`src/i2c_bus_pkg.sv`:
```
`default_nettype none

package i2c_bus_pkg;

    // ============================================================
    // wire-level types
    // ============================================================
    typedef logic [7:0] byte_t;        // one byte as shifted on sda
    typedef logic [5:0] tick_idx_t;    // quarter ticks seen in one bus op

    typedef enum logic [2:0] {
        op_start   = 3'd0,
        op_write   = 3'd1,
        op_read    = 3'd2,
        op_restart = 3'd3,
        op_stop    = 3'd4
    } bus_op_e;

    // ============================================================
    // phase constants
    // ============================================================
    localparam int quarters_per_bit = 4;
    localparam int bits_per_byte    = 8;
    localparam int cond_len         = 4;     // start, restart or stop
    localparam int byte_len         = 36;    // eight data bits plus ack

endpackage

`default_nettype wire

```
`src/i2c_txn_pkg.sv`:
```
`default_nettype none

package i2c_txn_pkg;

    import i2c_bus_pkg::byte_t;

    // ============================================================
    // register access command and response
    // ============================================================
    typedef logic [6:0] dev_addr_t;
    typedef logic [7:0] reg_addr_t;

    typedef struct packed {
        logic      rd;          // 1 = register read
        dev_addr_t dev_addr;
        reg_addr_t reg_addr;
        byte_t     wdata;       // ignored on reads
    } i2c_cmd_t;

    typedef struct packed {
        byte_t rdata;           // zero for writes
        logic  nack;            // some byte was not acknowledged
    } i2c_resp_t;

    // one state per bus operation of the transaction
    typedef enum logic [3:0] {
        st_idle    = 4'd0,
        st_start   = 4'd1,
        st_dev_wr  = 4'd2,
        st_reg     = 4'd3,
        st_wdata   = 4'd4,
        st_restart = 4'd5,
        st_dev_rd  = 4'd6,
        st_rdata   = 4'd7,
        st_stop    = 4'd8
    } master_state_e;

endpackage

`default_nettype wire

```
`src/i2c_quarter_timer.sv`:
```
`timescale 1ns/1ps
`default_nettype none

module i2c_quarter_timer
    import i2c_bus_pkg::*;
#(
    parameter int clk_div = 25               // clk cycles per quarter scl period
) (
    input  logic      clk,
    input  logic      rst_n,
    input  logic      run,
    output logic      tick,
    output tick_idx_t tick_idx
);

    localparam int div_w = $clog2(clk_div);

    logic [div_w-1:0] div_cnt;
    logic             div_end;

    assign div_end = (div_cnt == div_w'(clk_div - 1));
    assign tick    = run && div_end;          // first tick clk_div cycles after run

    // ============================================================
    // clock divider
    // ============================================================
    always_ff @(posedge clk or negedge rst_n) begin
        if (!rst_n) begin
            div_cnt <= '0;
        end else if (!run) begin
            div_cnt <= '0;                    // restart phase for every op
        end else if (div_end) begin
            div_cnt <= '0;
        end else begin
            div_cnt <= div_cnt + 1'b1;
        end
    end

    // ============================================================
    // tick counter
    // ============================================================
    always_ff @(posedge clk or negedge rst_n) begin
        if (!rst_n) begin
            tick_idx <= '0;
        end else if (!run) begin
            tick_idx <= '0;
        end else if (tick) begin
            tick_idx <= tick_idx + 1'b1;      // index of the next tick
        end
    end

endmodule

`default_nettype wire

```
`src/i2c_bit_engine.sv`:
```
`timescale 1ns/1ps
`default_nettype none

module i2c_bit_engine
    import i2c_bus_pkg::*;
(
    input  logic      clk,
    input  logic      rst_n,
    // operation request from the master fsm
    input  logic      op_go,
    input  bus_op_e   op,
    input  byte_t     op_byte,
    output logic      op_done,
    output logic      ack_ok,
    output byte_t     rx_byte,
    // quarter timer
    output logic      run,
    input  logic      tick,
    input  tick_idx_t tick_idx,
    // open drain bus
    output logic      scl,
    output logic      sda_oe,
    input  logic      sda_in
);

    // quarter numbers inside a bit
    localparam logic [1:0] q_high = 2'd0;    // scl high, sda edges of conditions
    localparam logic [1:0] q_fall = 2'd1;    // scl falls, slave bits sampled
    localparam logic [1:0] q_data = 2'd2;    // scl low, sda may change
    localparam logic [1:0] q_rise = 2'd3;
    localparam logic [3:0] data_bits = 4'(bits_per_byte);

    bus_op_e    op_q;
    byte_t      shift_q;
    logic [3:0] bit_idx;
    logic [1:0] quarter;
    logic       is_cond;
    logic       data_bit;
    tick_idx_t  last_idx;
    logic       last_tick;

    // ============================================================
    // position within the current operation
    // ============================================================
    // every op opens in the low half of scl, so its first tick is quarter 2
    assign bit_idx   = 4'(tick_idx / quarters_per_bit);
    assign quarter   = 2'(tick_idx % quarters_per_bit) + 2'd2;
    assign data_bit  = (bit_idx < data_bits);    // bit 8 is the ack slot
    assign is_cond   = (op_q == op_start) || (op_q == op_restart) || (op_q == op_stop);
    assign last_idx  = is_cond ? tick_idx_t'(cond_len - 1) : tick_idx_t'(byte_len - 1);
    assign last_tick = tick && (tick_idx == last_idx);
    assign rx_byte   = shift_q;

    // ============================================================
    // op control
    // ============================================================
    always_ff @(posedge clk or negedge rst_n) begin
        if (!rst_n) begin
            op_q    <= op_start;
            run     <= 1'b0;
            op_done <= 1'b0;
            ack_ok  <= 1'b0;
        end else begin
            op_done <= 1'b0;
            if (op_go) begin
                op_q <= op;
                run  <= 1'b1;
            end else if (last_tick) begin
                run     <= 1'b0;
                op_done <= 1'b1;
                ack_ok  <= (op_q == op_write) && !sda_in;   // ack slot still high
            end
        end
    end

    // ============================================================
    // shift register
    // ============================================================
    always_ff @(posedge clk) begin
        if (op_go) begin
            shift_q <= op_byte;
        end else if (tick && data_bit) begin
            if (op_q == op_write && quarter == q_data) begin
                shift_q <= {shift_q[6:0], 1'b0};            // msb first
            end else if (op_q == op_read && quarter == q_fall) begin
                shift_q <= {shift_q[6:0], sda_in};
            end
        end
    end

    // ============================================================
    // scl and sda drive
    // ============================================================
    always_ff @(posedge clk or negedge rst_n) begin
        if (!rst_n) begin
            scl    <= 1'b1;
            sda_oe <= 1'b0;
        end else if (tick) begin
            case (quarter)
                q_data: begin
                    case (op_q)
                        op_write: sda_oe <= data_bit ? !shift_q[7] : 1'b0;
                        op_stop:  sda_oe <= 1'b1;           // low before scl rises
                        default:  sda_oe <= 1'b0;           // release, also read nack
                    endcase
                end
                q_rise: begin
                    scl <= 1'b1;
                end
                q_high: begin
                    if (is_cond) begin
                        sda_oe <= (op_q != op_stop);        // fall = start, rise = stop
                    end
                end
                default: begin                              // q_fall
                    if (op_q != op_stop) begin
                        scl <= 1'b0;                        // bus stays idle after stop
                    end
                end
            endcase
        end
    end

endmodule

`default_nettype wire

```
`src/i2c_master_fsm.sv`:
```
`timescale 1ns/1ps
`default_nettype none

module i2c_master_fsm
    import i2c_bus_pkg::*;
    import i2c_txn_pkg::*;
(
    input  logic      clk,
    input  logic      rst_n,
    // command and response
    input  logic      cmd_valid,
    output logic      cmd_ready,
    input  i2c_cmd_t  cmd,
    output logic      resp_valid,
    output i2c_resp_t resp,
    // bit engine
    output logic      op_go,
    output bus_op_e   op,
    output byte_t     op_byte,
    input  logic      op_done,
    input  logic      ack_ok,
    input  byte_t     rx_byte
);

    master_state_e state;
    i2c_cmd_t      cmd_q;
    byte_t         rdata_q;
    logic          nack_q;

    assign cmd_ready = (state == st_idle);

    // ============================================================
    // operation and byte for the current state
    // ============================================================
    always_comb begin
        op      = op_write;
        op_byte = '0;
        case (state)
            st_start:   op = op_start;
            st_dev_wr:  op_byte = {cmd_q.dev_addr, 1'b0};
            st_reg:     op_byte = cmd_q.reg_addr;
            st_wdata:   op_byte = cmd_q.wdata;
            st_restart: op = op_restart;
            st_dev_rd:  op_byte = {cmd_q.dev_addr, 1'b1};
            st_rdata:   op = op_read;
            st_stop:    op = op_stop;
            default:    op = op_write;              // idle, never issued
        endcase
    end

    // ============================================================
    // transaction sequencing
    // ============================================================
    always_ff @(posedge clk or negedge rst_n) begin
        if (!rst_n) begin
            state      <= st_idle;
            nack_q     <= 1'b0;
            op_go      <= 1'b0;
            resp_valid <= 1'b0;
            resp       <= '0;
        end else begin
            op_go      <= 1'b0;
            resp_valid <= 1'b0;
            if (state == st_idle) begin
                if (cmd_valid) begin
                    nack_q <= 1'b0;
                    state  <= st_start;
                    op_go  <= 1'b1;
                end
            end else if (op_done) begin
                op_go <= 1'b1;                      // cleared again below for stop
                case (state)
                    st_start: state <= st_dev_wr;
                    st_dev_wr, st_dev_rd: begin
                        if (!ack_ok) begin
                            nack_q <= 1'b1;
                            state  <= st_stop;
                        end else begin
                            state <= (state == st_dev_wr) ? st_reg : st_rdata;
                        end
                    end
                    st_reg: begin
                        if (!ack_ok) begin
                            nack_q <= 1'b1;
                            state  <= st_stop;
                        end else begin
                            state <= cmd_q.rd ? st_restart : st_wdata;
                        end
                    end
                    st_wdata: begin
                        nack_q <= !ack_ok;
                        state  <= st_stop;
                    end
                    st_restart: state <= st_dev_rd;
                    st_rdata:   state <= st_stop;
                    default: begin                  // st_stop done
                        op_go       <= 1'b0;
                        state       <= st_idle;
                        resp_valid  <= 1'b1;
                        resp.rdata  <= rdata_q;
                        resp.nack   <= nack_q;
                    end
                endcase
            end
        end
    end

    // ============================================================
    // command and read data capture
    // ============================================================
    always_ff @(posedge clk) begin
        if (cmd_valid && cmd_ready) begin
            cmd_q   <= cmd;
            rdata_q <= '0;                          // writes report zero
        end else if (op_done && state == st_rdata) begin
            rdata_q <= rx_byte;
        end
    end

endmodule

`default_nettype wire

```
`src/i2c_master.sv`:
```
`timescale 1ns/1ps
`default_nettype none

module i2c_master
    import i2c_bus_pkg::*;
    import i2c_txn_pkg::*;
#(
    parameter int clk_div = 25               // clk cycles per quarter scl period
) (
    input  logic      clk,
    input  logic      rst_n,
    // command and response
    input  logic      cmd_valid,
    output logic      cmd_ready,
    input  i2c_cmd_t  cmd,
    output logic      resp_valid,
    output i2c_resp_t resp,
    // open drain bus
    output logic      scl,
    output logic      sda_oe,
    input  logic      sda_in
);

    // fsm to bit engine
    logic      op_go;
    bus_op_e   op;
    byte_t     op_byte;
    logic      op_done;
    logic      ack_ok;
    byte_t     rx_byte;

    // bit engine to timer
    logic      run;
    logic      tick;
    tick_idx_t tick_idx;

    i2c_master_fsm u_fsm (
        .clk        (clk),
        .rst_n      (rst_n),
        .cmd_valid  (cmd_valid),
        .cmd_ready  (cmd_ready),
        .cmd        (cmd),
        .resp_valid (resp_valid),
        .resp       (resp),
        .op_go      (op_go),
        .op         (op),
        .op_byte    (op_byte),
        .op_done    (op_done),
        .ack_ok     (ack_ok),
        .rx_byte    (rx_byte)
    );

    i2c_bit_engine u_engine (
        .clk      (clk),
        .rst_n    (rst_n),
        .op_go    (op_go),
        .op       (op),
        .op_byte  (op_byte),
        .op_done  (op_done),
        .ack_ok   (ack_ok),
        .rx_byte  (rx_byte),
        .run      (run),
        .tick     (tick),
        .tick_idx (tick_idx),
        .scl      (scl),
        .sda_oe   (sda_oe),
        .sda_in   (sda_in)
    );

    i2c_quarter_timer #(
        .clk_div (clk_div)
    ) u_timer (
        .clk      (clk),
        .rst_n    (rst_n),
        .run      (run),
        .tick     (tick),
        .tick_idx (tick_idx)
    );

endmodule

`default_nettype wire

```
`config.mk`:
```
export PLATFORM = sky130hd
export DESIGN_NAME = i2c_master
export DESIGN_NICKNAME = d
export VERILOG_FILES = /design/src/i2c_bus_pkg.sv /design/src/i2c_txn_pkg.sv /design/src/i2c_quarter_timer.sv /design/src/i2c_bit_engine.sv /design/src/i2c_master_fsm.sv /design/src/i2c_master.sv
export SDC_FILE = /design/constraint.sdc
export NUM_CORES = 1
export LEC_CHECK = 0
export BUFFER_PORTS_ARGS = -buffer_cell sky130_fd_sc_hd__buf_4
export CORE_ASPECT_RATIO = 1.1
export CORE_MARGIN = 2
export CORE_UTILIZATION = 29
export CTS_BUF_LIST = sky130_fd_sc_hd__clkbuf_16
export DETAILED_ROUTE_END_ITERATION = 6
export SLEW_MARGIN = 20
export SYNTH_ARGS = -nofsm -noshare
export SYNTH_HDL_FRONTEND = slang
export SYNTH_HIERARCHICAL = 1
export SYNTH_SLANG_ARGS = --single-unit
export TNS_END_PERCENT = 5
```
`constraint.sdc`:
```
create_clock -name clk -period 2.28 [get_ports clk]
set_clock_uncertainty 0.2 [all_clocks]
set_input_delay 0.342 -clock clk [delete_from_list [all_inputs] [get_ports clk]]
set_output_delay 0.342 -clock clk [all_outputs]
set_load 0.02 [all_outputs]
```
# [Word-level counts from Yosys, hierarchy flattened]
# Cells that the tools add are included.
[classes] n_addsub=3 order_cmp=1 n_eq_ne=22 n_mux=41 bitwise=4 reduce_logical=35
[op_table] cell="8-bit two-way mux" count=4
[op_table] cell="8-bit one-hot mux with 4 select lines" count=1
[op_table] cell="4-bit two-way mux" count=5
[op_table] cell="4-bit one-hot mux with 5 select lines" count=1
[op_table] cell="1-bit two-way mux" count=19
[op_table] cell="6-bit two-way mux" count=3
[op_table] cell="4-bit by 3-bit == test with 1-bit output, second input constant" count=4
[op_table] cell="3-bit one-hot mux with 4 select lines" count=1
[op_table] cell="5-bit two-way mux" count=2
[op_table] cell="2-bit nonzero test" count=5
[op_table] cell="3-bit AND reduction" count=3
[op_table] cell="4-bit by 2-bit == test with 1-bit output, second input constant" count=2
[op_table] cell="1-bit logical AND" count=8
[op_table] cell="1-bit one-hot mux with 2 select lines" count=4
[op_table] cell="7-bit OR reduction" count=1
[op_table] cell="6-bit by 1-bit adder with 6-bit output, second input constant" count=1
[op_table] cell="3-bit by 2-bit == test with 1-bit output, second input constant" count=2
[op_table] cell="6-bit == test" count=1
[op_table] cell="3-bit != test, second input constant" count=2
[op_table] cell="2-bit AND reduction" count=3
[op_table] cell="3-bit nonzero test" count=2
[op_table] cell="2-bit OR reduction" count=3
[op_table] cell="5-bit by 1-bit adder with 5-bit output, second input constant" count=1
[op_table] cell="5-bit == test, second input constant" count=1
[op_table] cell="other kinds (19)" count=27
[word_totals] register_bits=75

# [Logic depth before layout (Yosys ltp)]
[depth] depth_word=8 depth_mapped=9 ltp_nobuf=8

# [Cells and area by module]
# The synthesis kept the hierarchy.
[by_module_without_submodules] mod="i2c_master_fsm" instances=1 cells_per_inst=142 area_each_um2=1945.6 seq_area_each_um2=1281.2
[by_module_without_submodules] mod="i2c_bit_engine" instances=1 cells_per_inst=60 area_each_um2=767.0 seq_area_each_um2=441.7
[by_module_without_submodules] mod="i2c_quarter_timer" instances=1 cells_per_inst=54 area_each_um2=553.0 seq_area_each_um2=275.3

# [Least setup slack after synthesis]
# OpenSTA, ideal clock, no wires.
[synth_path] kind="register to register" from="register u_fsm.state[3]" to="register u_fsm/cmd_q[0] (netlist bit) (enable)" setup_ps=373 arrival_time_ps=1852 path_slack_ps=-145 path_stages_with_launch=5 n_path_buf=2 period_less_slack_ps=2425 cell_sequence="dfrtp_1 -> buf_6 -> nor4_1 -> and2_1 -> buf_2"
[synth_via] elab_chain_cells=2
[synth_rtl] item="start, declared" line="i2c_master_fsm.sv:25" text="master_state_e state;"
[synth_rtl] item="start signal, assigned" line="i2c_master_fsm.sv:56" text="state <= st_idle;"
[synth_rtl] item="start signal, assigned" line="i2c_master_fsm.sv:67" text="state <= st_start;"
[synth_rtl] item="start signal, assigned" line="i2c_master_fsm.sv:73" text="st_start: state <= st_dev_wr;"
[synth_rtl] item="4-bit zero test" line="i2c_master_fsm.sv:30" text="assign cmd_ready = (state == st_idle);"
[synth_rtl] item="named net cmd_ready" line="i2c_master.sv:14" text="output logic cmd_ready,"
[synth_rtl] item="1-bit logical AND" line="i2c_master_fsm.sv:112" text="if (cmd_valid && cmd_ready) begin"
[synth_rtl] item="end signal, assigned" line="i2c_master_fsm.sv:113" text="cmd_q <= cmd;"
[synth_rtl] item="end, declared" line="i2c_master_fsm.sv:26" text="i2c_cmd_t cmd_q;"
# The timed path passes the listed nets, and every way through them passes these cells.
# A chain may end at the register's enable or synchronous reset.

# [Final worst setup path]
[layout_path] from="register u_timer.div_cnt[0]" to="register u_engine.ack_ok"
[layout_via] elab_chain_cells=4
[layout_rtl] item="start, declared" line="i2c_quarter_timer.sv:18" text="logic [div_w-1:0] div_cnt;"
[layout_rtl] item="start signal, assigned" line="i2c_quarter_timer.sv:35" text="div_cnt <= div_cnt + 1'b1;"
[layout_rtl] item="5-bit == test" line="i2c_quarter_timer.sv:21" text="assign div_end = (div_cnt == div_w'(clk_div - 1));"
[layout_rtl] item="1-bit logical AND" line="i2c_quarter_timer.sv:22" text="assign tick = run && div_end;"
[layout_rtl] item="named net tick" line="i2c_master.sv:34" text="logic tick;"
[layout_rtl] item="1-bit logical AND" line="i2c_bit_engine.sv:51" text="assign last_tick = tick && (tick_idx == last_idx);"
[layout_rtl] item="2-bit AND reduction (no line)"
[layout_rtl] item="end signal, assigned" line="i2c_bit_engine.sv:71" text="ack_ok <= (op_q == op_write) && !sda_in;"
[layout_rtl] item="end, declared" line="i2c_bit_engine.sv:14" text="output logic ack_ok,"
# The timed path passes the listed nets, and every way through them passes these cells.

==> key figures <==
Clock network
  • Post-CTS Setup Inserts: 0
  • Worst skew pair latency: 0.33 ns
  • TritonCTS clock tree: yes
  • Clock Sinks: between 70 and 80
  • CTS Buffer Depth: 2
  • Cts bufs inserted: 9
  • H-tree depth: 3
  • Reg clk slew, reported paths: 0.06 ns
  • CTS root buffer: clkbuf_16

Critical path
  • Max stage delay on crit path: around 0.40 ns
  • Worst reg-to-reg path cell count: 8
  • Worst Setup SP: u_timer/div_cnt[0]
  • R2r setup slk: ~0.15 ns
  • R2r startpoint: u_timer/div_cnt[0]
  • Reg-to-reg endpoint: u_engine/ack_ok
  • Critical Path, Cell by Cell: inv_1 -> ha_1 -> nand4b_4 -> nor2_1 -> nand2_1 -> nor4_2 -> and3_4 -> mux2_4
  • Arrival @ worst endpoint: between 2 and 2.5 ns
  • Critical Path Fanout Max: 4
  • Startpoint type of the worst setup path: flop
  • Critical Path Sink: u_engine/ack_ok
  • Required time worst endpoint: between 2 and 2.5 ns
  • Type of destination of the critical path: flop
  • Slowest CP cell: dfrtp_1
  • CP Class: flop to flop

STA
  • Worst rel slew slack: between 40% and 50%
  • RSZ-0062 raised after global routing: no
  • Final Cycle Share: between 90% and 100%
  • Final hold vios: 0
  • Pins over their slew limit: 0
  • Fin worst setup slack: between 0.15 and 0.2 ns
  • Minimum clock period: between 2 and 2.5 ns
  • Worst-Margin Slew: ~0.8 ns
  • Final setup violation count: 0
  • Hold_ws: 0.0811 ns
  • Peak Freq: 470 MHz
  • Setup TNS: 0 ns

Synthesis
  • Post-synthesis sequential area ratio: around three fifths
  • Cell variety after synth: 48
  • Synthesized area per cell: between 10 and 15 µm²
  • YS warnings: 6
  • Number of synthesized flops with an enable pin: 32
  • Synth async-reset ratio: 46.7%
  • Synthesis-stage register bit count: 75
  • Main synth FF type: dfrtp_1
  • Syn Inst Count: ~260
  • Synth Cell Area: 3270 µm²
  • Synth Net Count: around 290

Min path
  • Hold Path Class: primary input to flop

Place
  • Global placement routability congestion: a little under 0.8
  • Dpl ws: roughly 0.17 ns
  • IO Port Bufs: 40
  • DP HPWL: roughly 4300 µm
  • Post-DP Area: roughly 3800 µm²

Finish
  • Most common library cell in the layout ignoring fill and taps: buf_4
  • Fill count: approximately 1000
  • Design area: 4370 µm²
  • Commonest non-fill, non-tap cells in the layout: 49 x buf_4, 34 x dfrtp_1, 32 x edfxtp_1, 25 x dlygate4sd3_1, 23 x nor2_1
  • Area growth, synth to finish: 33.8%
  • N_diodes: 0
  • Layout cells sized above 1: between 20% and 30%
  • Net count reported at finish: between 300 and 400

Power and ir drop
  • Total Power: between 3 and 4 mW
  • Max VDD drop: around 0.4 mV
  • PwrDens: around 710 nW/µm²
  • Leak: 1.86 nW

Global routing
  • Vias in the first global route: 2212
  • First-pass GRT wire length: roughly 11000 µm
  • Total GRT Usage: 11.6%
  • Largest net degree at the start of global routing: 36
  • Grt ovf: 0
  • Antenna violations before repair: 0

Routing
  • Post-DRT Antenna Nets: 0
  • Final wirelength: around 6400 µm
  • Via count: 2194
  • Number of DRC markers in iteration 0: 110
  • DR vias/cell: 4.54
  • Post-route DRC violation count: 0
  • WL/cell: about 13 µm
  • 1st-pass router iterations: 4

Status
  • Status: finished, final reports clean

Floorplan
  • Ports: between 40 and 50
  • Site row count: 40
  • Die area: around 12000 µm²
  • Core Area: ~11000 µm²
  • Die X: 105 µm
  • DIE HEIGHT: about 120 µm
  • Initial core utilization: ~30%

Run
  • Max_cap viols: 0
## logic make-up after synthesis
logic type / Yosys count / synth area share (%)
AO/OA/AOI/OAI: 41 / 8.70
XOR/XNOR: 4 / 1.07
adder cells (fa/ha/maj): 3 / 1.15
buffers and inverters: 28 / 4.14
flip-flops: 75 / 61.2
multiplexers: 32 / 10.7
AND/OR/NAND/NOR: 73 / 13.1
## cell usage after synthesis, types with 4 or more instances
cell,instances,area (µm²)
o31ai_1,4,30.0
inv_1,16,60.1
nor3_1,4,20.0
mux2i_1,12,120
dfrtp_1,34,851
edfxtp_1,32,961
nor2_1,23,86.3
mux2_2,19,214
a21oi_1,9,45.0
a222oi_1,7,70.1
o21ai_0,10,50.1
nand2_1,10,37.5
or3_1,5,31.3
nand3_1,6,30.0
dfxtp_1,8,160
## metrics by stage
stage               utilization, %  std cells
floorplan                        -        256
global placement              34.4        442
detailed placement            34.4        442
CTS                           39.8        483
global route                  39.9        483
finish                        39.9        483
## repair_timing
item,in CTS,in global routing
hold endpoints to repair,58,0
setup endpoints to repair,0,1
resized for setup,0,1
hold buffers,25,0
## metal layers
metal,vias up,part of all wire [%],GRT usage (%)
met5,-,0,0
met1,1040,46,14.8
li1,1100,-,-
met3,9,3.4,2.95
met4,0,1.5,5.60
met2,45,49,18.6
## sequential cells by signal (all words and copies together) (netlist names), 3 cells and up
register,count
u_fsm/cmd_q,24
u_timer/div_cnt,5
u_engine/rx_byte,8
u_fsm/state,4
u_fsm/rdata_q,8
u_fsm/resp,9
u_timer/tick_idx,6
u_engine/op_q,3
## worst min path at each step
stage                         start             endpoint  slack [ns]  cells after the start
after floorplan               rst_n      u_engine/ack_ok       -0.15                      0
after global placement        rst_n  u_timer/tick_idx[2]        0.13                      1
after detailed placement      rst_n  u_timer/tick_idx[2]        0.14                      1
after CTS                 cmd_valid          u_fsm/op_go        0.08                      3
after global routing      cmd_valid          u_fsm/op_go        0.09                      3
final                     cmd_valid          u_fsm/op_go        0.08                      3
## power breakdown
part,leakage (nW),switching (mW),internal [mW],total (mW)
clock network,0.171,0.540,1.07,1.61
registers,0.827,0,1.41,1.41
logic,0.865,0.0262,0.0570,0.0832
total,1.86,0.566,2.53,3.10
## cell type report
type / instances / area [µm²] / area share, %
clock inverter: 7 / 116 / 2.66
multi-input combinational: 153 / 1140 / 26.2
timing repair buffer: 75 / 638 / 14.6
inverter: 17 / 63.8 / 1.46
tap: 147 / 184 / 4.21
clock buffer: 9 / 225 / 5.15
sequential: 75 / 2000 / 45.7
## worst max-delay path, delay by kind of cell (launching register included)
family        cells  cell delay [ns]
simple gates      5             0.84
flops             1             0.40
mux               1             0.30
fa+ha+maj         1             0.21
buf+inv           1             0.07
No activity file was read; power rests on OpenSTA's default activity.
